--- src/riscvPipePkg.sv ---
////////////////////////////////////////////////////////////////////////////
// RISC-V pipeline definitions: widths, opcode and selector codes, the
// instruction union and the stage register structs
////////////////////////////////////////////////////////////////////////////
package riscvPipePkg;

    localparam int xlen = 32;
    localparam int regAddrBits = 5;
    localparam logic [xlen-1:0] pcStart = '0;

    // Opcodes seen by the execute stage
    localparam logic [6:0] opBranch = 7'b1100011;
    localparam logic [6:0] opJal    = 7'b1101111;
    localparam logic [6:0] opJalr   = 7'b1100111;
    localparam logic [6:0] opOpImm  = 7'b0010011;
    localparam logic [6:0] opOp     = 7'b0110011;

    localparam logic [2:0] f3Beq = 3'b000;
    localparam logic [2:0] f3Bne = 3'b001;

    // Immediate formats
    localparam logic [2:0] immI = 3'd0;
    localparam logic [2:0] immS = 3'd1;
    localparam logic [2:0] immB = 3'd2;
    localparam logic [2:0] immJ = 3'd3;
    localparam logic [2:0] immU = 3'd4;

    localparam logic [1:0] fwdReg = 2'b00;
    localparam logic [1:0] fwdWb  = 2'b01;
    localparam logic [1:0] fwdMem = 2'b10;

    localparam logic [1:0] resAlu     = 2'b00;
    localparam logic [1:0] resMem     = 2'b01;
    localparam logic [1:0] resPcPlus4 = 2'b10;
    localparam logic [1:0] resImm     = 2'b11;

    localparam logic [2:0] aluAdd = 3'b000;
    localparam logic [2:0] aluSub = 3'b001;
    localparam logic [2:0] aluAnd = 3'b010;
    localparam logic [2:0] aluOr  = 3'b011;
    localparam logic [2:0] aluSlt = 3'b101;

    // Register view and store view of the same instruction word
    typedef union packed {
        struct packed {
            logic [6:0]             funct7;
            logic [regAddrBits-1:0] rs2;
            logic [regAddrBits-1:0] rs1;
            logic [2:0]             funct3;
            logic [regAddrBits-1:0] rd;
            logic [6:0]             opcode;
        } rView;
        struct packed {
            logic [6:0]             immHi;
            logic [regAddrBits-1:0] rs2;
            logic [regAddrBits-1:0] rs1;
            logic [2:0]             funct3;
            logic [4:0]             immLo;
            logic [6:0]             opcode;
        } sView;
    } instrT;

    typedef struct packed {
        instrT           instr;
        logic [xlen-1:0] pc;
        logic [xlen-1:0] pcPlus4;
    } fetchRegT;

    typedef struct packed {
        logic [xlen-1:0]        rd1;
        logic [xlen-1:0]        rd2;
        logic [xlen-1:0]        pc;
        logic [xlen-1:0]        pcPlus4;
        logic [xlen-1:0]        extImm;
        logic [regAddrBits-1:0] rs1;
        logic [regAddrBits-1:0] rs2;
        logic [regAddrBits-1:0] rd;
        logic [6:0]             op;
        logic [2:0]             funct3;
    } execRegT;

    // Shared by the memory and writeback registers
    typedef struct packed {
        logic [xlen-1:0]        aluResult;
        logic [xlen-1:0]        writeData;
        logic [xlen-1:0]        extImm;
        logic [xlen-1:0]        pcPlus4;
        logic [regAddrBits-1:0] rd;
    } memRegT;

    typedef struct packed {
        logic       aluSrc;
        logic [2:0] aluControl;
        logic [1:0] forwardA;
        logic [1:0] forwardB;
    } exCtrlT;

    typedef struct packed {
        logic [1:0] resultSrcM;
        logic [1:0] resultSrcW;
        logic       regWriteW;
    } resCtrlT;

endpackage

--- src/pipeFetch.sv ---
////////////////////////////////////////////////////////////////////////////
// Fetch program counter with stall, not-taken stepping and redirect
////////////////////////////////////////////////////////////////////////////
`timescale 1ns/100ps

module pipeFetch (
    input  logic                           clk,
    input  logic                           reset,
    input  logic                           stallF_i,
    input  logic                           mispredict_i,
    input  logic [riscvPipePkg::xlen-1:0]  pcTarget_i,
    output logic [riscvPipePkg::xlen-1:0]  pcF_o,
    output logic [riscvPipePkg::xlen-1:0]  pcPlus4F_o
);

    // Every branch is predicted not taken
    assign pcPlus4F_o = pcF_o + 4;

    always_ff @(posedge clk) begin
        if (reset) begin
            pcF_o <= riscvPipePkg::pcStart;
        end else if (!stallF_i) begin
            // Execute resolved a taken branch or a jump
            if (mispredict_i) begin
                pcF_o <= pcTarget_i;
            end else begin
                pcF_o <= pcPlus4F_o;
            end
        end
    end

endmodule

--- src/pipeDecode.sv ---
////////////////////////////////////////////////////////////////////////////
// Decode register with flush and stall, field outputs and immediate
// extension for the I, S, B, J and U formats
////////////////////////////////////////////////////////////////////////////
`timescale 1ns/100ps

module pipeDecode (
    input  logic                                  clk,
    input  logic                                  reset,
    input  logic                                  stallD_i,
    input  logic                                  flushD_i,
    input  riscvPipePkg::fetchRegT                fetch_i,
    input  logic [2:0]                            immSrcD_i,
    output logic [6:0]                            opD_o,
    output logic [2:0]                            funct3D_o,
    output logic                                  funct7b5D_o,
    output logic [riscvPipePkg::regAddrBits-1:0]  rs1D_o,
    output logic [riscvPipePkg::regAddrBits-1:0]  rs2D_o,
    output logic [riscvPipePkg::regAddrBits-1:0]  rdD_o,
    output logic [riscvPipePkg::xlen-1:0]         pcD_o,
    output logic [riscvPipePkg::xlen-1:0]         pcPlus4D_o,
    output logic [riscvPipePkg::xlen-1:0]         extImmD_o
);

    riscvPipePkg::fetchRegT fetchD;

    always_ff @(posedge clk) begin
        if (reset || flushD_i) begin
            fetchD <= '0;
        end else if (!stallD_i) begin
            fetchD <= fetch_i;
        end
    end

    assign opD_o       = fetchD.instr.rView.opcode;
    assign funct3D_o   = fetchD.instr.rView.funct3;
    assign funct7b5D_o = fetchD.instr.rView.funct7[5];
    assign rs1D_o      = fetchD.instr.rView.rs1;
    assign rs2D_o      = fetchD.instr.rView.rs2;
    assign rdD_o       = fetchD.instr.rView.rd;
    assign pcD_o       = fetchD.pc;
    assign pcPlus4D_o  = fetchD.pcPlus4;

    // Register view for I, J and U; store view for S and B
    always_comb begin
        case (immSrcD_i)
            riscvPipePkg::immI: extImmD_o = {{20{fetchD.instr.rView.funct7[6]}},
                                             fetchD.instr.rView.funct7,
                                             fetchD.instr.rView.rs2};
            riscvPipePkg::immS: extImmD_o = {{20{fetchD.instr.sView.immHi[6]}},
                                             fetchD.instr.sView.immHi,
                                             fetchD.instr.sView.immLo};
            riscvPipePkg::immB: extImmD_o = {{20{fetchD.instr.sView.immHi[6]}},
                                             fetchD.instr.sView.immLo[0],
                                             fetchD.instr.sView.immHi[5:0],
                                             fetchD.instr.sView.immLo[4:1], 1'b0};
            riscvPipePkg::immJ: extImmD_o = {{12{fetchD.instr.rView.funct7[6]}},
                                             fetchD.instr.rView.rs1,
                                             fetchD.instr.rView.funct3,
                                             fetchD.instr.rView.rs2[0],
                                             fetchD.instr.rView.funct7[5:0],
                                             fetchD.instr.rView.rs2[4:1], 1'b0};
            riscvPipePkg::immU: extImmD_o = {fetchD.instr.rView.funct7,
                                             fetchD.instr.rView.rs2,
                                             fetchD.instr.rView.rs1,
                                             fetchD.instr.rView.funct3, 12'b0};
            default:            extImmD_o = '0;
        endcase
    end

endmodule

--- src/regFile.sv ---
////////////////////////////////////////////////////////////////////////////
// 32 x 32-bit register file, two reads and one write with write-through
////////////////////////////////////////////////////////////////////////////
`timescale 1ns/100ps

module regFile (
    input  logic                                  clk,
    input  logic                                  reset,
    input  logic [riscvPipePkg::regAddrBits-1:0]  rs1_i,
    input  logic [riscvPipePkg::regAddrBits-1:0]  rs2_i,
    input  logic [riscvPipePkg::regAddrBits-1:0]  rd_i,
    input  logic                                  we_i,
    input  logic [riscvPipePkg::xlen-1:0]         wd_i,
    output logic [riscvPipePkg::xlen-1:0]         rd1_o,
    output logic [riscvPipePkg::xlen-1:0]         rd2_o
);

    logic [riscvPipePkg::xlen-1:0] regs [2**riscvPipePkg::regAddrBits];

    // x0 reads zero, a same-cycle write wins over the stored value
    function automatic logic [riscvPipePkg::xlen-1:0] readPort(
        input logic [riscvPipePkg::regAddrBits-1:0] addr
    );
        if (addr == '0) begin
            return '0;
        end else if (we_i && addr == rd_i) begin
            return wd_i;
        end
        return regs[addr];
    endfunction

    always_comb begin
        rd1_o = readPort(rs1_i);
        rd2_o = readPort(rs2_i);
    end

    always_ff @(posedge clk) begin
        if (reset) begin
            regs <= '{default: '0};
        end else if (we_i && rd_i != '0) begin
            regs[rd_i] <= wd_i;
        end
    end

endmodule

--- src/pipeExecute.sv ---
////////////////////////////////////////////////////////////////////////////
// Execute stage: register, forwarding and source muxes, ALU, and branch
// and jump resolution against a not-taken prediction
////////////////////////////////////////////////////////////////////////////
`timescale 1ns/100ps

module pipeExecute (
    input  logic                                  clk,
    input  logic                                  reset,
    input  logic                                  flushE_i,
    input  riscvPipePkg::execRegT                 decode_i,
    input  riscvPipePkg::exCtrlT                  ctrl_i,
    input  logic [riscvPipePkg::xlen-1:0]         forwardDataM_i,
    input  logic [riscvPipePkg::xlen-1:0]         resultW_i,
    output logic [riscvPipePkg::regAddrBits-1:0]  rs1E_o,
    output logic [riscvPipePkg::regAddrBits-1:0]  rs2E_o,
    output logic [riscvPipePkg::regAddrBits-1:0]  rdE_o,
    output logic                                  zeroE_o,
    output logic [riscvPipePkg::xlen-1:0]         aluResultE_o,
    output logic [riscvPipePkg::xlen-1:0]         writeDataE_o,
    output logic [riscvPipePkg::xlen-1:0]         extImmE_o,
    output logic [riscvPipePkg::xlen-1:0]         pcPlus4E_o,
    output logic [riscvPipePkg::xlen-1:0]         pcTargetE_o,
    output logic                                  mispredict_o
);

    riscvPipePkg::execRegT execE;
    logic [riscvPipePkg::xlen-1:0] srcA;
    logic [riscvPipePkg::xlen-1:0] srcB;
    logic branchTaken;

    always_ff @(posedge clk) begin
        if (reset || flushE_i) begin
            execE <= '0;
        end else begin
            execE <= decode_i;
        end
    end

    // Operand forwarding from memory and writeback
    always_comb begin
        case (ctrl_i.forwardA)
            riscvPipePkg::fwdMem: srcA = forwardDataM_i;
            riscvPipePkg::fwdWb:  srcA = resultW_i;
            default:              srcA = execE.rd1;
        endcase
        case (ctrl_i.forwardB)
            riscvPipePkg::fwdMem: writeDataE_o = forwardDataM_i;
            riscvPipePkg::fwdWb:  writeDataE_o = resultW_i;
            default:              writeDataE_o = execE.rd2;
        endcase
        srcB = ctrl_i.aluSrc ? execE.extImm : writeDataE_o;
    end

    always_comb begin
        case (ctrl_i.aluControl)
            riscvPipePkg::aluAdd: aluResultE_o = srcA + srcB;
            riscvPipePkg::aluSub: aluResultE_o = srcA - srcB;
            riscvPipePkg::aluAnd: aluResultE_o = srcA & srcB;
            riscvPipePkg::aluOr:  aluResultE_o = srcA | srcB;
            riscvPipePkg::aluSlt: aluResultE_o = {{(riscvPipePkg::xlen-1){1'b0}},
                                                  $signed(srcA) < $signed(srcB)};
            default:              aluResultE_o = '0;
        endcase
    end

    assign zeroE_o = (aluResultE_o == '0);

    // Fetch always guessed not taken, so any taken transfer redirects
    assign branchTaken = (execE.funct3 == riscvPipePkg::f3Beq && zeroE_o) ||
                         (execE.funct3 == riscvPipePkg::f3Bne && !zeroE_o);
    assign mispredict_o = (execE.op == riscvPipePkg::opBranch && branchTaken) ||
                          execE.op == riscvPipePkg::opJal ||
                          execE.op == riscvPipePkg::opJalr;
    assign pcTargetE_o = execE.pc + execE.extImm;

    assign rs1E_o     = execE.rs1;
    assign rs2E_o     = execE.rs2;
    assign rdE_o      = execE.rd;
    assign extImmE_o  = execE.extImm;
    assign pcPlus4E_o = execE.pcPlus4;

endmodule

--- src/pipeMemWb.sv ---
////////////////////////////////////////////////////////////////////////////
// Memory and writeback registers with forward data and result selection
////////////////////////////////////////////////////////////////////////////
`timescale 1ns/100ps

module pipeMemWb (
    input  logic                                  clk,
    input  logic                                  reset,
    input  riscvPipePkg::memRegT                  exec_i,
    input  logic [riscvPipePkg::xlen-1:0]         readDataM_i,
    input  riscvPipePkg::resCtrlT                 res_i,
    output logic [riscvPipePkg::xlen-1:0]         aluResultM_o,
    output logic [riscvPipePkg::xlen-1:0]         writeDataM_o,
    output logic [riscvPipePkg::xlen-1:0]         forwardDataM_o,
    output logic [riscvPipePkg::xlen-1:0]         resultW_o,
    output logic [riscvPipePkg::regAddrBits-1:0]  rdM_o,
    output logic [riscvPipePkg::regAddrBits-1:0]  rdW_o
);

    riscvPipePkg::memRegT memM;
    riscvPipePkg::memRegT memW;
    logic [riscvPipePkg::xlen-1:0] readDataW;

    always_ff @(posedge clk) begin
        if (reset) begin
            memM      <= '0;
            memW      <= '0;
            readDataW <= '0;
        end else begin
            memM      <= exec_i;
            memW      <= memM;
            readDataW <= readDataM_i;
        end
    end

    // Load data is not back yet, so memory forwards the other sources only
    always_comb begin
        case (res_i.resultSrcM)
            riscvPipePkg::resPcPlus4: forwardDataM_o = memM.pcPlus4;
            riscvPipePkg::resImm:     forwardDataM_o = memM.extImm;
            default:                  forwardDataM_o = memM.aluResult;
        endcase
    end

    always_comb begin
        case (res_i.resultSrcW)
            riscvPipePkg::resMem:     resultW_o = readDataW;
            riscvPipePkg::resPcPlus4: resultW_o = memW.pcPlus4;
            riscvPipePkg::resImm:     resultW_o = memW.extImm;
            default:                  resultW_o = memW.aluResult;
        endcase
    end

    assign aluResultM_o = memM.aluResult;
    assign writeDataM_o = memM.writeData;
    assign rdM_o        = memM.rd;
    assign rdW_o        = memW.rd;

endmodule

--- src/riscvDatapath.sv ---
////////////////////////////////////////////////////////////////////////////
// Five-stage RISC-V integer datapath, single issue, not-taken prediction
////////////////////////////////////////////////////////////////////////////
`timescale 1ns/100ps

module riscvDatapath (
    input  logic                                  clk,
    input  logic                                  reset,
    input  logic                                  stallF_i,
    input  logic                                  stallD_i,
    input  logic                                  flushD_i,
    input  logic                                  flushE_i,
    input  logic [riscvPipePkg::xlen-1:0]         instrF_i,
    input  logic [2:0]                            immSrcD_i,
    input  riscvPipePkg::exCtrlT                  exCtrl_i,
    input  riscvPipePkg::resCtrlT                 resCtrl_i,
    input  logic [riscvPipePkg::xlen-1:0]         readDataM_i,
    output logic [riscvPipePkg::xlen-1:0]         pcF_o,
    output logic [6:0]                            opD_o,
    output logic [2:0]                            funct3D_o,
    output logic                                  funct7b5D_o,
    output logic [riscvPipePkg::regAddrBits-1:0]  rs1D_o,
    output logic [riscvPipePkg::regAddrBits-1:0]  rs2D_o,
    output logic [riscvPipePkg::regAddrBits-1:0]  rs1E_o,
    output logic [riscvPipePkg::regAddrBits-1:0]  rs2E_o,
    output logic [riscvPipePkg::regAddrBits-1:0]  rdE_o,
    output logic [riscvPipePkg::regAddrBits-1:0]  rdM_o,
    output logic [riscvPipePkg::regAddrBits-1:0]  rdW_o,
    output logic                                  zeroE_o,
    output logic                                  mispredict_o,
    output logic [riscvPipePkg::xlen-1:0]         aluResultM_o,
    output logic [riscvPipePkg::xlen-1:0]         writeDataM_o
);

    logic [riscvPipePkg::xlen-1:0] pcPlus4F, pcTargetE;
    logic [riscvPipePkg::xlen-1:0] pcD, pcPlus4D, extImmD, rd1D, rd2D;
    logic [riscvPipePkg::xlen-1:0] aluResultE, writeDataE, extImmE, pcPlus4E;
    logic [riscvPipePkg::xlen-1:0] forwardDataM, resultW;
    logic [riscvPipePkg::regAddrBits-1:0] rdD;
    riscvPipePkg::fetchRegT fetchF;
    riscvPipePkg::execRegT decodeOut;
    riscvPipePkg::memRegT execOut;

    // Stage bundles
    assign fetchF    = {instrF_i, pcF_o, pcPlus4F};
    assign decodeOut = {rd1D, rd2D, pcD, pcPlus4D, extImmD, rs1D_o, rs2D_o, rdD,
                        opD_o, funct3D_o};
    assign execOut   = {aluResultE, writeDataE, extImmE, pcPlus4E, rdE_o};

    pipeFetch fetch0 (
        .clk(clk), .reset(reset), .stallF_i(stallF_i), .mispredict_i(mispredict_o),
        .pcTarget_i(pcTargetE), .pcF_o(pcF_o), .pcPlus4F_o(pcPlus4F)
    );

    pipeDecode decode0 (
        .clk(clk), .reset(reset), .stallD_i(stallD_i), .flushD_i(flushD_i),
        .fetch_i(fetchF), .immSrcD_i(immSrcD_i), .opD_o(opD_o),
        .funct3D_o(funct3D_o), .funct7b5D_o(funct7b5D_o), .rs1D_o(rs1D_o),
        .rs2D_o(rs2D_o), .rdD_o(rdD), .pcD_o(pcD), .pcPlus4D_o(pcPlus4D),
        .extImmD_o(extImmD)
    );

    regFile rf0 (
        .clk(clk), .reset(reset), .rs1_i(rs1D_o), .rs2_i(rs2D_o), .rd_i(rdW_o),
        .we_i(resCtrl_i.regWriteW), .wd_i(resultW), .rd1_o(rd1D), .rd2_o(rd2D)
    );

    pipeExecute execute0 (
        .clk(clk), .reset(reset), .flushE_i(flushE_i), .decode_i(decodeOut),
        .ctrl_i(exCtrl_i), .forwardDataM_i(forwardDataM), .resultW_i(resultW),
        .rs1E_o(rs1E_o), .rs2E_o(rs2E_o), .rdE_o(rdE_o), .zeroE_o(zeroE_o),
        .aluResultE_o(aluResultE), .writeDataE_o(writeDataE), .extImmE_o(extImmE),
        .pcPlus4E_o(pcPlus4E), .pcTargetE_o(pcTargetE), .mispredict_o(mispredict_o)
    );

    pipeMemWb memWb0 (
        .clk(clk), .reset(reset), .exec_i(execOut), .readDataM_i(readDataM_i),
        .res_i(resCtrl_i), .aluResultM_o(aluResultM_o), .writeDataM_o(writeDataM_o),
        .forwardDataM_o(forwardDataM), .resultW_o(resultW), .rdM_o(rdM_o),
        .rdW_o(rdW_o)
    );

endmodule

--- config.mk ---
export PLATFORM = sky130hd
export DESIGN_NAME = riscvDatapath
export DESIGN_NICKNAME = d
export VERILOG_FILES = /design/src/riscvPipePkg.sv /design/src/pipeFetch.sv /design/src/pipeDecode.sv /design/src/regFile.sv /design/src/pipeExecute.sv /design/src/pipeMemWb.sv /design/src/riscvDatapath.sv
export SDC_FILE = /design/constraint.sdc
export NUM_CORES = 2
export LEC_CHECK = 0
export ABC_AREA = 0
export BUFFER_PORTS_ARGS = -buffer_cell sky130_fd_sc_hd__buf_2
export CAP_MARGIN = 20
export CORE_UTILIZATION = 50
export DETAILED_ROUTE_END_ITERATION = 8
export PLACE_DENSITY = 0.66
export SYNTH_ARGS = -nofsm -noshare
export SYNTH_HDL_FRONTEND = slang
export SYNTH_SLANG_ARGS = --single-unit
export TNS_END_PERCENT = 5
--- constraint.sdc ---
create_clock -name clk -period 18.3 [get_ports clk]
set_input_delay 3.66 -clock clk [delete_from_list [all_inputs] [get_ports clk]]
set_output_delay 3.66 -clock clk [all_outputs]
set_load 0.005 [all_outputs]
==> results.py <==
metrics = {
    "logic_synthesis": {
        "netlist.area_leader.share_pct": 40.3,
        "synth_xor_area_share_pct": 1.00,
        "synth_area_leaders": "dfxtp_1 (40%), mux4_2 (19%), nand2_1 (10%)",
        "synth_simple_gate_area_share_pct": 17.6,
        "synth.distinct_cells": 81,
        "synth_top_flop_cell": "dfxtp_1",
        "synth-adder-area-share_pct": 2.15,
        "netlist_area_um2": 79500,
        "yosysTopAreaCell": "dfxtp_1",
        "synth-compound-area-share_pct": 12.0,
        "synth_top_family_by_area": "multiplexers",
        "async_reset_ff_share_pct": 0,
        "ys.warnings.count": 0,
        "ys_seq_elements": 1599,
        "muxShareOfSynthArea_pct": 21.3,
        "ys_seq_area_share_pct": 40.3,
        "synth_nets": 8991,
        "synth-edff-count": 0,
        "syn_area_per_cell_um2": 9.07,
        "synthCells": 8770,
    },
    "routing": {
        "wl_per_cell_um": 27.7,
        "drt_drc_violations_left": 0,
        "drt_iter0_markers": 8894,
        "route.vias.total": 67224,
        "drtAntennaViolNets": 0,
        "wirelength_mm": 293,
        "drt_pass1_iterations": 6,
        "vias_per_cell": 6.37,
    },
    "clocking": {
        "cts.path.max_buffers": 3,
        "cts_max_level": 4,
        "cts_resized": 0,
        "cts_tree": "built",
        "insertion_delay_ns": 0.84,
        "cts.sinks": 1599,
        "post_cts_buffers": 0,
        "numCtsBuffers": 168,
        "cts.reportedPaths.clkPinSlew_ns": 0.06,
        "cts_hold_buf": 0,
        "cts-root-buf": "clkbuf_16",
    },
    "final_layout": {
        "fill_cells": 13832,
        "fin_area_um2": 86400,
        "multi_input_area_um2": 43300,
        "layout-drive-gt1-share_pct": 16.7,
        "final_cells": 10548,
        "nets": 8569,
        "area_delta_synth_final_pct": 8.64,
        "regArea_um2": 32000,
    },
    "power_and_ir_drop": {
        "power_w": 0.00758,
        "seqPwrFrac_pct": 46.6,
        "pwr-share-clk_pct": 47.1,
        "switching_share_pct": 24.8,
        "powerDensity_nw_per_um2": 87.8,
        "internal_power_w": 0.00570,
        "pwr-share-comb_pct": 6.3,
        "p_leak_nw": 29.1,
        "vdd_drop_max_mv": 0.0972,
        "p_sw_w": 0.00188,
    },
    "placed_design": {
        "placed_cell_area_um2": 80600,
        "dpl.cell_count": 10234,
        "pre_cts_ws_ns": 4.07,
        "routabilityCongestion": 0.952,
        "dp_hpwl_mm": 186,
        "port_buffers": 229,
    },
    "grt": {
        "grt_max_degree": 235,
        "grt_use_total_pct": 35.4,
        "grt-ovfl-total": 0,
        "grt_pass1_wl_mm": 424,
        "grt_pass1_vias": 63027,
        "antenna_found_initial": 12,
    },
    "critical_path": {
        "startpoint_type": "primary input",
        "cp_max_fo": 35,
        "cp-end-kind": "output port",
        "r2r-start": "memWb0.readDataW[0]",
        "crit_arrival_ns": 10.83,
        "worstSetupPathType": "primary input to output port",
        "cp_data_required_time_ns": 14.64,
        "reg2reg_to": "fetch0.pcF_o[23]",
        "critPathLaunch": "resCtrl_i[2]",
        "r2r_setup_slack_ns": 10.14,
        "reg2reg_depth": 22,
    },
    "floorplanning": {
        "coreArea_um2": 157000,
        "die_h_um": 401,
        "start_util_pct": 50.6,
        "die_width_um": 401,
        "io_pins": 230,
        "dieArea_um2": 161000,
        "row_count": 145,
    },
    "timing": {
        "post-route-period-util_pct": 79.2,
        "max_freq_mhz": 69.0,
        "setup_viol": 0,
        "min_period_ns": 14.49,
        "slew_headroom_pct": 16.7,
        "skew_ns": 0.0597,
        "setup_tns_ns": 0,
        "tightestPinTransition_ns": 1.24,
        "rsz0062_at_grt": "false",
        "setup_ws_ns": 3.81,
        "final-hold-violation-count": 0,
        "maxSlewViolCount": 0,
    },
    "min_path": {
        "hold_path_end": "memWb0.memW[45]",
        "hold_path_depth": 1,
        "hp-start": "memWb0.memM[45]",
        "hp-class": "flop to flop",
    },
    "flow_run": {
        "drv_cap": 0,
    },
    "status": {
        "status": "complete, no violations",
    },
}
## per-stage QoR
| stage | util, % | hold slack [ns] |
|---|---|---|
| after floorplan | - | 0.414 |
| after global placement | 51.3 | 0.424 |
| after detailed placement | 51.3 | 0.423 |
| after CTS | 54.9 | 0.435 |
| after global routing | 55.0 | 0.444 |
| final | 55.0 | 0.427 |
## power groups by stage
stage / clock, W / combinational [W] / sequential, W
final: 0.00358 / 0.000476 / 0.00353
after global routing: 0.00374 / 0.000500 / 0.00353
after CTS: 0.00360 / 0.000466 / 0.00353
after detailed placement: 0 / 0.000464 / 0.00361
after global placement: 0 / 0.000465 / 0.00361
after floorplan: 0 / 0.000339 / 0.00358
## routing by layer
layer / vias up / part of all wire, % / track usage (%)
li1: 29326 / - / -
met1: 32924 / 40 / 48.4
met2: 4069 / 44 / 52.6
met3: 901 / 11 / 7.03
met4: 4 / 6.0 / 19.8
met5: - / 0.0092 / 0
## final cells by class
cell class	count	area share, %
sequential	1599	37.1
multi-input combinational	6103	50.1
tap	2058	2.98
clock inverter	65	1.05
timing repair buffer	365	2.62
inverter	111	0.482
clock buffer	239	5.62
antenna	8	0.0232
## layout by cell type, fill, tap and decap left out, types with 17 or more instances in the layout
master     instances
mux2i_1          175
and3_1            20
and2_1           102
buf_2            227
a211oi_1          21
nor2_1           477
o21bai_1          23
o311ai_0          20
nor3b_1           20
xnor2_1           56
o21a_1            28
nand3_1           32
clkbuf_1          33
clkinv_2          28
a21oi_1         1285
inv_1            108
clkbuf_8          38
nand2_1         2169
mux4_2           673
o211ai_1          17
nor2_4            25
dfxtp_1         1589
o21ai_0          110
nand2_2           23
a31oi_1           19
a22oi_1           67
clkbuf_16        168
nand2b_1          25
a21o_1            27
xor2_1            35
nor3_1            56
ha_1             130
buf_4            129
nor2b_1          272
## Yosys cell counts, drive strengths merged (5+ instances only)
master / number
o41ai: 6
inv: 109
dfxtp: 1599
nor3: 63
or4: 5
xor2: 35
a211oi: 22
nor4: 12
a21oi: 1285
a22oi: 67
and3: 20
o21bai: 23
a31oi: 19
buf: 244
mux4: 673
or3: 10
a21o: 27
nand2: 2192
xnor2: 56
nand2b: 25
a211o: 7
nand3b: 6
nand3: 41
or2: 9
o22ai: 16
a311oi: 10
mux2i: 175
a221oi: 5
nor3b: 20
o211ai: 17
o21a: 28
nor2b: 272
o31ai: 14
nand4b: 7
ha: 132
and2: 102
a2111oi: 8
o311ai: 20
o21ai: 112
and4: 6
nand4: 12
clkbuf: 713
nor2: 505
## critical path, stage by stage
cell and delay [ns]:
buf_2 0.08, buf_4 0.45, mux4_2 0.73, a22oi_1 0.28
nor2_1 0.06, a21oi_1 0.20, o21ai_0 0.18, ha_1 0.30
fa_1 0.46, nand2b_1 0.22, a2111oi_2 0.73, o22ai_1 0.24
xor2_1 0.18, o22ai_1 0.10, a2111oi_0 0.87, nand4_1 0.33
nor2_1 0.18, nor4b_1 0.34, and4_1 0.37, nand3_2 0.30
xnor2_1 0.25, a21oi_1 0.08, nor2_1 0.11, buf_2 0.12
## sequential cells by signal, summed over array words and instances (netlist names), 64 cells and up
| signal | cells |
|---|---|
| rf0.regs | 1024 |
| execute0.execE | 104 |
| memWb0.memW | 96 |
| memWb0.memM | 64 |
## worst max path at each step
stage          cells past startpoint  slack, ns            to
2_1_floorplan                     24       5.75  mispredict_o
3_3_place_gp                      24       4.05  mispredict_o
3_5_place_dp                      21       4.07  mispredict_o
4_1_cts                           24       4.06  mispredict_o
5_1_grt                           24       3.56  mispredict_o
6_report                          24       3.81  mispredict_o
## cells by family (layout without fill, tap and decap cells)
family | count (synthesis) | in the layout
flops | 1599 | 1599
mux | 848 | 848
other cells | 0 | 8
compound gates | 1714 | 1714
fa+ha+maj | 135 | 135
simple gates | 3315 | 3315
xor+xnor | 91 | 91
buf+inv | 1068 | 780
Power figures use the tool's default switching activity.
